--- src/source/tsn_map_defs.svh ---
// sizing and header-layout macros for the TSN mapping stage, include where a block needs them
`ifndef TSN_MAP_DEFS_SVH
`define TSN_MAP_DEFS_SVH

`default_nettype none

// buffer words, one maximum-length frame
`define TSN_MAP_FIFO_DEPTH 64

// flow table size
`define TSN_MAP_TABLE_ENTRIES 8

// 802.1CB redundancy tag marks a TSN frame
`define TSN_MAP_TSN_ETHERTYPE 16'hF1C1

// destination MAC forms the lookup key
`define TSN_MAP_KEY_BYTES 6
`define TSN_MAP_ETYPE_OFFSET 12

`default_nettype wire

`endif
--- src/source/tsn_map_pkg.sv ---
// shared state encodings and the lookup result type, imported by the design blocks
`default_nettype none

package tsn_map_pkg;

    ////////////////////
    // lookup result
    ////////////////////

    // field order follows the table entry layout {hit, replication, tag}
    typedef struct packed {
        logic        hit;
        logic        replication;
        logic [47:0] tsntag;
    } lookup_result_t;

    ////////////////////
    // state machines
    ////////////////////

    typedef enum logic [1:0] {
        OS_IDLE      = 2'd0,
        OS_FIRST     = 2'd1,
        OS_NOT_FIRST = 2'd2
    } outport_state_e;

    // header covers bytes up to the end of the EtherType
    typedef enum logic [2:0] {
        PS_IDLE       = 3'd0,
        PS_HEADER     = 3'd1,
        PS_BODY       = 3'd2,
        PS_LOOKUP     = 3'd3,
        PS_DRAIN_WAIT = 3'd4
    } parser_state_e;

endpackage

`default_nettype wire

--- src/source/tsn_map_ifs.sv ---
// internal buses of the mapping stage, frame buffer access and flow-table lookup
`default_nettype none

////////////////////
// frame buffer bus
////////////////////

interface frame_fifo_if;
    // bit 8 is the last marker, bits 7..0 the byte
    logic       wr;
    logic [8:0] wdata;
    logic       rd;
    logic [8:0] rdata;
    logic       empty;

    // parser side, watches empty to know the frame has drained
    modport writer (
        output wr,
        output wdata,
        input  empty
    );

    modport buffer (
        input  wr,
        input  wdata,
        input  rd,
        output rdata,
        output empty
    );

    // rdata valid the cycle after rd
    modport reader (
        output rd,
        input  rdata
    );
endinterface

////////////////////
// lookup bus
////////////////////

interface lookup_if
    import tsn_map_pkg::*;
();
    logic           req;
    logic [47:0]    key;
    logic           tsn_flag;
    logic           finish;
    lookup_result_t result;

    modport requester (
        output req,
        output key,
        output tsn_flag,
        input  finish
    );

    // finish two cycles after req
    modport responder (
        input  req,
        input  key,
        output finish,
        output result
    );

    modport receiver (
        input finish,
        input result,
        input tsn_flag
    );
endinterface

`default_nettype wire

--- src/source/tsn_map_top.sv ---
// top level of the TSN ingress mapping stage, ties parser, buffer, table and outport together
`include "tsn_map_defs.svh"
`default_nettype none

module tsn_map_top
    import tsn_map_pkg::*;
(
    input  wire                                       i_clk,
    input  wire                                       i_rst_n,

    // ingress
    input  wire                                       i_in_valid,
    input  wire  [7:0]                                i_in_data,
    input  wire                                       i_in_last,
    output wire                                       o_in_ready,

    // flow table configuration
    input  wire                                       i_cfg_wr,
    input  wire  [$clog2(`TSN_MAP_TABLE_ENTRIES)-1:0] i_cfg_index,
    input  wire                                       i_cfg_valid,
    input  wire  [47:0]                               i_cfg_key,
    input  wire  lookup_result_t                      i_cfg_result,

    // egress
    output wire                                       o_data_wr,
    output wire  [7:0]                                o_data,
    output wire                                       o_data_last,
    output wire  [47:0]                               o_tsntag,
    output wire  [2:0]                                o_pkt_type,
    output wire                                       o_hit,
    output wire                                       o_replication,
    output wire                                       o_tsn_flag
);

    frame_fifo_if u_fifo_if ();
    lookup_if     u_lkp_if ();

    frame_parser u_parser (
        .i_clk      (i_clk),
        .i_rst_n    (i_rst_n),
        .i_in_valid (i_in_valid),
        .i_in_data  (i_in_data),
        .i_in_last  (i_in_last),
        .o_in_ready (o_in_ready),
        .fifo       (u_fifo_if.writer),
        .lkp        (u_lkp_if.requester)
    );

    flow_table u_table (
        .i_clk        (i_clk),
        .i_rst_n      (i_rst_n),
        .i_cfg_wr     (i_cfg_wr),
        .i_cfg_index  (i_cfg_index),
        .i_cfg_valid  (i_cfg_valid),
        .i_cfg_key    (i_cfg_key),
        .i_cfg_result (i_cfg_result),
        .lkp          (u_lkp_if.responder)
    );

    frame_fifo u_fifo (
        .i_clk   (i_clk),
        .i_rst_n (i_rst_n),
        .fifo    (u_fifo_if.buffer)
    );

    mapped_frame_outport u_outport (
        .i_clk         (i_clk),
        .i_rst_n       (i_rst_n),
        .fifo          (u_fifo_if.reader),
        .lkp           (u_lkp_if.receiver),
        .o_data_wr     (o_data_wr),
        .o_data        (o_data),
        .o_data_last   (o_data_last),
        .o_tsntag      (o_tsntag),
        .o_pkt_type    (o_pkt_type),
        .o_hit         (o_hit),
        .o_replication (o_replication),
        .o_tsn_flag    (o_tsn_flag)
    );

endmodule

`default_nettype wire

--- src/source/mapped_frame_outport.sv ---
// egress of the mapping stage, streams the buffered frame with its lookup metadata
`default_nettype none

module mapped_frame_outport
    import tsn_map_pkg::*;
(
    input  wire          i_clk,
    input  wire          i_rst_n,

    frame_fifo_if.reader fifo,
    lookup_if.receiver   lkp,

    output logic         o_data_wr,
    output logic [7:0]   o_data,
    output logic         o_data_last,
    output logic [47:0]  o_tsntag,
    output logic [2:0]   o_pkt_type,
    output logic         o_hit,
    output logic         o_replication,
    output logic         o_tsn_flag
);

    outport_state_e state;
    logic           rd_q;
    lookup_result_t res_q;
    logic           tsn_q;

    // first read goes out with finish so byte 0 is ready in the first cycle
    assign fifo.rd = ((state == OS_IDLE) && lkp.finish) || rd_q;

    ////////////////////
    // read control
    ////////////////////

    always_ff @(posedge i_clk or negedge i_rst_n) begin
        if (!i_rst_n) begin
            state     <= OS_IDLE;
            rd_q      <= 1'b0;
            o_data_wr <= 1'b0;
        end else begin
            case (state)
                OS_IDLE: begin
                    o_data_wr <= 1'b0;
                    rd_q      <= lkp.finish;
                    if (lkp.finish) begin
                        state <= OS_FIRST;
                    end
                end
                OS_FIRST: begin
                    o_data_wr <= 1'b1;
                    rd_q      <= 1'b1;
                    state     <= OS_NOT_FIRST;
                end
                OS_NOT_FIRST: begin
                    o_data_wr <= 1'b1;
                    // one read past the end lands on an empty buffer
                    if (fifo.rdata[8]) begin
                        rd_q  <= 1'b0;
                        state <= OS_IDLE;
                    end
                end
                default: begin
                    o_data_wr <= 1'b0;
                    rd_q      <= 1'b0;
                    state     <= OS_IDLE;
                end
            endcase
        end
    end

    ////////////////////
    // data and metadata
    ////////////////////

    always_ff @(posedge i_clk) begin
        case (state)
            OS_IDLE: begin
                o_data        <= 8'd0;
                o_data_last   <= 1'b0;
                o_tsntag      <= 48'd0;
                o_pkt_type    <= 3'd0;
                o_hit         <= 1'b0;
                o_replication <= 1'b0;
                o_tsn_flag    <= 1'b0;
                if (lkp.finish) begin
                    res_q <= lkp.result;
                    tsn_q <= lkp.tsn_flag;
                end
            end
            OS_FIRST: begin
                o_tsntag      <= res_q.tsntag;
                // packet type sits in the top bits of the tag
                o_pkt_type    <= res_q.tsntag[47:45];
                o_hit         <= res_q.hit;
                o_replication <= res_q.replication;
                // a mapped flow is no longer treated as a raw TSN frame
                o_tsn_flag    <= res_q.hit ? 1'b0 : tsn_q;
                o_data        <= fifo.rdata[7:0];
                o_data_last   <= fifo.rdata[8];
            end
            default: begin
                o_data      <= fifo.rdata[7:0];
                o_data_last <= fifo.rdata[8];
            end
        endcase
    end

    // parser holds one frame at a time, so no result arrives mid-frame
    a_finish_only_in_idle : assert property (@(posedge i_clk) disable iff (!i_rst_n)
        lkp.finish |-> state == OS_IDLE);

endmodule

`default_nettype wire

--- src/source/frame_fifo.sv ---
// byte buffer between parser and outport, holds one frame with its last markers
`include "tsn_map_defs.svh"
`default_nettype none

module frame_fifo (
    input  wire          i_clk,
    input  wire          i_rst_n,

    frame_fifo_if.buffer fifo
);

    localparam int DEPTH = `TSN_MAP_FIFO_DEPTH;
    localparam int PTR_W = $clog2(DEPTH);

    logic [8:0]     mem [DEPTH];
    // extra top bit tells full from empty
    logic [PTR_W:0] wptr;
    logic [PTR_W:0] rptr;
    logic           full;
    logic           wr_en;
    logic           rd_en;

    assign fifo.empty = (wptr == rptr);
    assign full       = (wptr[PTR_W] != rptr[PTR_W]) &&
                        (wptr[PTR_W-1:0] == rptr[PTR_W-1:0]);

    // requests past the limits are dropped
    assign wr_en = fifo.wr && !full;
    assign rd_en = fifo.rd && !fifo.empty;

    always_ff @(posedge i_clk or negedge i_rst_n) begin
        if (!i_rst_n) begin
            wptr <= '0;
            rptr <= '0;
        end else begin
            if (wr_en) begin
                wptr <= wptr + 1'b1;
            end
            if (rd_en) begin
                rptr <= rptr + 1'b1;
            end
        end
    end

    ////////////////////
    // storage
    ////////////////////

    always_ff @(posedge i_clk) begin
        if (wr_en) begin
            mem[wptr[PTR_W-1:0]] <= fifo.wdata;
        end
        if (rd_en) begin
            fifo.rdata <= mem[rptr[PTR_W-1:0]];
        end
    end

endmodule

`default_nettype wire

--- src/source/flow_table.sv ---
// flow table of the mapping stage, written by configuration ports and looked up by key
`include "tsn_map_defs.svh"
`default_nettype none

module flow_table
    import tsn_map_pkg::*;
(
    input  wire                                       i_clk,
    input  wire                                       i_rst_n,

    input  wire                                       i_cfg_wr,
    input  wire [$clog2(`TSN_MAP_TABLE_ENTRIES)-1:0]  i_cfg_index,
    input  wire                                       i_cfg_valid,
    input  wire [47:0]                                i_cfg_key,
    input  wire lookup_result_t                       i_cfg_result,

    lookup_if.responder                               lkp
);

    localparam int ENTRIES = `TSN_MAP_TABLE_ENTRIES;

    logic [ENTRIES-1:0] ent_valid;
    logic [47:0]        ent_key [ENTRIES];
    lookup_result_t     ent_result [ENTRIES];

    logic [ENTRIES-1:0] match_q;
    logic               stage1_q;
    lookup_result_t     sel_result;

    ////////////////////
    // entry storage
    ////////////////////

    always_ff @(posedge i_clk or negedge i_rst_n) begin
        if (!i_rst_n) begin
            ent_valid <= '0;
        end else if (i_cfg_wr) begin
            ent_valid[i_cfg_index] <= i_cfg_valid;
        end
    end

    always_ff @(posedge i_clk) begin
        if (i_cfg_wr) begin
            ent_key[i_cfg_index]    <= i_cfg_key;
            ent_result[i_cfg_index] <= i_cfg_result;
        end
    end

    ////////////////////
    // two-stage lookup
    ////////////////////

    // stage one, match vector against the request key
    always_ff @(posedge i_clk) begin
        for (int i = 0; i < ENTRIES; i++) begin
            match_q[i] <= ent_valid[i] && (ent_key[i] == lkp.key);
        end
    end

    // lowest index wins, all zeros on a miss
    always_comb begin
        sel_result = '0;
        for (int i = ENTRIES - 1; i >= 0; i--) begin
            if (match_q[i]) begin
                sel_result = ent_result[i];
            end
        end
    end

    always_ff @(posedge i_clk or negedge i_rst_n) begin
        if (!i_rst_n) begin
            stage1_q   <= 1'b0;
            lkp.finish <= 1'b0;
        end else begin
            stage1_q   <= lkp.req;
            lkp.finish <= stage1_q;
        end
    end

    // stage two, result held until the next lookup
    always_ff @(posedge i_clk) begin
        if (stage1_q) begin
            lkp.result <= sel_result;
        end
    end

    // one pulse per lookup, its finish two cycles later
    a_finish_after_req : assert property (@(posedge i_clk) disable iff (!i_rst_n)
        lkp.req |=> !lkp.req ##1 lkp.finish);

endmodule

`default_nettype wire

--- src/source/frame_parser.sv ---
// ingress side of the mapping stage, buffers each frame and requests its flow-table lookup
`include "tsn_map_defs.svh"
`default_nettype none

module frame_parser
    import tsn_map_pkg::*;
(
    input  wire         i_clk,
    input  wire         i_rst_n,

    input  wire         i_in_valid,
    input  wire  [7:0]  i_in_data,
    input  wire         i_in_last,
    output logic        o_in_ready,

    frame_fifo_if.writer fifo,
    lookup_if.requester  lkp
);

    // counts up to a full buffer
    localparam int CNT_W = $clog2(`TSN_MAP_FIFO_DEPTH) + 1;

    parser_state_e    state;
    logic [CNT_W-1:0] byte_cnt;
    logic [47:0]      key_q;
    logic [7:0]       etype_hi;
    logic             etype_match;
    logic             accept;

    assign accept      = i_in_valid & o_in_ready;
    assign fifo.wr     = accept;
    assign fifo.wdata  = {i_in_last, i_in_data};
    assign lkp.key     = key_q;

    ////////////////////
    // frame control
    ////////////////////

    always_ff @(posedge i_clk or negedge i_rst_n) begin
        if (!i_rst_n) begin
            state      <= PS_IDLE;
            o_in_ready <= 1'b0;
            lkp.req    <= 1'b0;
            byte_cnt   <= '0;
        end else begin
            lkp.req <= 1'b0;
            if (accept) begin
                byte_cnt <= byte_cnt + 1'b1;
            end
            case (state)
                PS_IDLE: begin
                    o_in_ready <= 1'b1;
                    if (accept) begin
                        state <= PS_HEADER;
                    end
                end
                PS_HEADER: begin
                    // second EtherType byte closes the header
                    if (accept && byte_cnt == `TSN_MAP_ETYPE_OFFSET + 1) begin
                        state <= PS_BODY;
                    end
                end
                PS_BODY: begin
                    state <= PS_BODY;
                end
                PS_LOOKUP: begin
                    if (lkp.finish) begin
                        state <= PS_DRAIN_WAIT;
                    end
                end
                PS_DRAIN_WAIT: begin
                    // outport has pulled every byte out
                    if (fifo.empty) begin
                        state      <= PS_IDLE;
                        o_in_ready <= 1'b1;
                        byte_cnt   <= '0;
                    end
                end
                default: begin
                    state <= PS_IDLE;
                end
            endcase
            // end of frame wins over the per-state updates
            if (accept && i_in_last) begin
                state      <= PS_LOOKUP;
                o_in_ready <= 1'b0;
                lkp.req    <= 1'b1;
            end
        end
    end

    ////////////////////
    // header capture
    ////////////////////

    always_ff @(posedge i_clk) begin
        if (accept) begin
            if (byte_cnt < `TSN_MAP_KEY_BYTES) begin
                key_q <= {key_q[39:0], i_in_data};
            end
            if (byte_cnt == `TSN_MAP_ETYPE_OFFSET) begin
                etype_hi <= i_in_data;
            end
            if (byte_cnt == `TSN_MAP_ETYPE_OFFSET + 1) begin
                etype_match <= ({etype_hi, i_in_data} == `TSN_MAP_TSN_ETHERTYPE);
            end else if (state == PS_IDLE) begin
                etype_match <= 1'b0;
            end
        end
        // flag stays put until the next request
        if (lkp.req) begin
            lkp.tsn_flag <= etype_match;
        end
    end

    // buffer starts empty for each frame, so the frame count bounds its fill
    a_no_write_when_full : assert property (@(posedge i_clk) disable iff (!i_rst_n)
        fifo.wr |-> byte_cnt < `TSN_MAP_FIFO_DEPTH);

endmodule

`default_nettype wire

--- config.mk ---
export PLATFORM = sky130hd
export DESIGN_NAME = tsn_map_top
export DESIGN_NICKNAME = d
export VERILOG_FILES = /design/src/source/tsn_map_pkg.sv /design/src/source/tsn_map_ifs.sv /design/src/source/tsn_map_top.sv /design/src/source/mapped_frame_outport.sv /design/src/source/frame_fifo.sv /design/src/source/flow_table.sv /design/src/source/frame_parser.sv
export VERILOG_INCLUDE_DIRS = /design/src /design/src/source
export SDC_FILE = /design/constraint.sdc
export NUM_CORES = 2
export LEC_CHECK = 0
export BUFFER_PORTS_ARGS = -buffer_cell sky130_fd_sc_hd__buf_2
export CORE_ASPECT_RATIO = 1.4
export CORE_MARGIN = 2
export CORE_UTILIZATION = 41
export DETAILED_ROUTE_END_ITERATION = 8
export GPL_ROUTABILITY_DRIVEN = 0
export PLACE_DENSITY = 0.65
export SYNTH_ARGS = -nofsm -noshare
export SYNTH_HDL_FRONTEND = slang
export SYNTH_SLANG_ARGS = --single-unit
--- constraint.sdc ---
create_clock -name i_clk -period 6.2 [get_ports i_clk]
set_clock_uncertainty 0.2 [all_clocks]
set_input_delay 0.93 -clock i_clk [delete_from_list [all_inputs] [get_ports i_clk]]
set_output_delay 0.93 -clock i_clk [all_outputs]
set_load 0.03 [all_outputs]
==> results.ini <==
[clock_network]
cts_setup_buffers=0
cts_sinks=1636
path_clk_slew_ns=0.06
cts.htree.levels=4
cts_tree=built
cts_inserted_buffers=153
clock_latency_ns=0.80
cts_hold_buf=0
clock_path_buffers=3
cts_resized=0
cts_root_buffer=clkbuf_16

[grt]
grt_usage_pct=20.4
grt_pass1_vias=32800
antenna_found_initial=23
overflow=0
grt_pass1_wl_microns=230000
grt_max_degree=133

[synth]
yosysWarnings=0
syn_avg_cell_area_sq_um=18.2
synthDistinctLibCells=74
synth_edf_count=1579
netlist_area_sq_um=62900
netlist_instances=3462
synth_seq_cells=1636
syn_nets=3586
synth_flop_cell=edfxtp_1
yosysSeqAreaShare_pct=77.5
ys_async_sr_fraction_pct=2.44

[sta]
period_needed_ns=4.17
timing.setup.tns_ns=0
slew_headroom_pct=14.2
fmax_mhz=240
final_hold_viol_count=0
rsz0062_at_grt=no
setup_violations=0
whs_ns=0.0617
worstMarginPinSlew_ns=1.28
finalCritPeriodShare_pct=67.2
drv_slew=0

[power_and_ir_drop]
leakage_nw=23.3
powerDensity_nw_per_um2=396
peakVddDrop_v=0.000277
total_power_mw=28.3

[placement]
dpl.hpwl_microns=95100
portBuffers=179

[layout]
area_delta_synth_final_pct=13.4
layout-drive-gt1-share_pct=17.0
nNetsFinal=3781
fillCellCount=12700

[detailed_routing]
drc=0
first_iter_violations=3361
wl_per_cell_microns=27.9
routed-via-count=32800
routed_wirelength_microns=161000
avgViaCountPerCell=5.69
antenna_left=0
firstDrtPassIters=6

[run]
maxCapViolCount=0

[worst_setup_path]
critPathMaxFanout=49
cp_num_cells=5
critical_path_arrival_ns=4.38
end_kind=register
critPathRequiredTime_ns=6.41
r2r-end=u_fifo.mem[30][7]
path_cells=xnor2_1, nor4bb_1, a31oi_1, nand3b_1, nor2_1
r2r_slack_ns=2.03
worstSetupStartpointType=register
worstSetupPathType=register to register
cp_num_buf_inv=0
r2r_cells=5
critPathTopFamily=simple AND/OR/NAND/NOR gates
crit_slowest_cell=dfrtp_4
worstReg2RegStart=u_fifo.rptr[0]
slowest_delay_ns=1.04

[die]
die_height_microns=468
die_w_microns=335
dieArea_sq_um=157000
ios=180
coreArea_sq_um=153000
start_util_pct=41.2
std_cell_rows=170

[status]
outcome=finished, final reports clean

[hold_path]
hp-class=input port to async pin

[worst max-delay path by stage]
stage | start | end | slack, ns
final | u_fifo.rptr[0] | u_fifo.mem[30][7] | 2.03
after global routing | u_fifo.rptr[0] | u_fifo.mem[6][0] | 1.82
after CTS | u_fifo.rptr[0] | u_fifo.mem[30][7] | 2.12
after detailed placement | i_in_valid | u_fifo.mem[22][7] | 1.89
after global placement | i_in_valid | u_fifo.mem[61][0] | 1.87
after floorplan | i_cfg_index[0] | u_table.ent_valid[2] | -0.02
[cell families (layout without fill, tap and decap cells)]
family                     after synthesis  in the layout  synth area share [%]
AOI/OAI and AO/OA                      466            466                  5.34
xor gates and xnor gates               366            366                  5.09
adders and majority gates                9              9                 0.179
buffers and inverters                  250            572                  1.74
DFF                                   1636           1636                  77.5
muxes                                  202            202                  5.64
other                                    0              4                     0
and+or+nand+nor                        533            533                  4.54
[where the power goes]
part / internal [mW] / switching (mW)
clock: 5.57 / 4.16
sequential: 13.0 / 0.726
combinational: 1.82 / 3.01
[cell usage in the layout (no fill, tap or decap), types with 13 or more instances in the layout]
| master | n |
|---|---|
| and2_1 | 56 |
| a21oi_1 | 65 |
| o21ai_0 | 63 |
| o22ai_1 | 25 |
| clkbuf_16 | 154 |
| clkbuf_1 | 26 |
| a22o_1 | 13 |
| nor2_1 | 134 |
| clkinv_2 | 20 |
| bufinv_16 | 21 |
| a221oi_1 | 59 |
| mux4_2 | 121 |
| dfrtp_1 | 36 |
| nand4_1 | 29 |
| xor2_1 | 307 |
| edfxtp_1 | 1579 |
| nand2_1 | 31 |
| nor2b_1 | 64 |
| inv_1 | 43 |
| clkinv_1 | 28 |
| nand3_1 | 22 |
| buf_2 | 179 |
| a211oi_1 | 65 |
| nor4_1 | 79 |
| mux2i_1 | 68 |
| buf_4 | 55 |
| a22oi_1 | 71 |
| o221ai_1 | 62 |
| nor3_1 | 62 |
| xnor2_1 | 59 |
[per-layer routing]
metal | vias up | wire length [microns] | GRT usage [%]
met4 | 24 | 6910 | 8.52
met1 | 16900 | 62300 | 25.9
met2 | 1431 | 80800 | 34.9
met3 | 331 | 10700 | 3.38
met5 | - | 140 | 0
li1 | 14100 | - | -
[sequential cells by signal, summed over array words and instances, names as in the netlist, 2 cells and up]
signal / flops
u_parser.byte_cnt: 7
u_outport.state: 2
u_table.match_q: 8
u_outport.res_q: 50
u_fifo.fifo.rdata: 9
u_table.lkp.result: 50
u_table.ent_valid: 8
u_table.ent_result: 400
u_fifo.rptr: 7
u_outport.o_pkt_type: 2
u_parser.state: 3
u_parser.lkp.key: 48
u_parser.etype_hi: 8
u_fifo.wptr: 7
u_outport.o_data: 8
u_outport.o_tsntag: 46
u_fifo.mem: 576
u_table.ent_key: 384
[Yosys cell counts, types with 62 or more instances]
cell,n,share of area [%]
mux4_2,121,4.3
mux2i_1,68,1.1
a21oi_1,65,0.52
nor3_1,64,0.51
o221ai_1,62,0.86
xor2_1,307,4.3
edfxtp_1,1579,75
nor2b_1,66,0.66
a22oi_1,71,0.85
nor4_1,79,0.79
nor2_1,142,0.85
a211oi_1,66,0.79
o21ai_0,63,0.50
clkbuf_1,141,0.84
[metrics by stage]
| step | area [sq um] | setup WS (ns) | instances | util, % |
|---|---|---|---|---|
| global placement | 66100 | 1.87 | 5480 | 43.2 |
| detailed placement | 66100 | 1.89 | 5480 | 43.2 |
| finish | 71400 | 2.03 | 5766 | 46.7 |
| floorplan | 63000 | -0.0207 | 3462 | - |
| CTS | 71400 | 2.12 | 5762 | 46.7 |
| global route | 71400 | 1.82 | 5764 | 46.7 |
[layout make-up]
cell class	instances	area (sq um)	area share [%]
Antenna cell	4	10.0	0.0140
Clock buffer	185	4020	5.63
Clock inverter	97	1240	1.74
Inverter	47	176	0.247
Multi-Input combinational cell	1576	13200	18.5
Sequential cell	1636	48800	68.3
Tap cell	1978	2470	3.47
Timing Repair Buffer	243	1490	2.09
(Power assumes the default switching activity.)
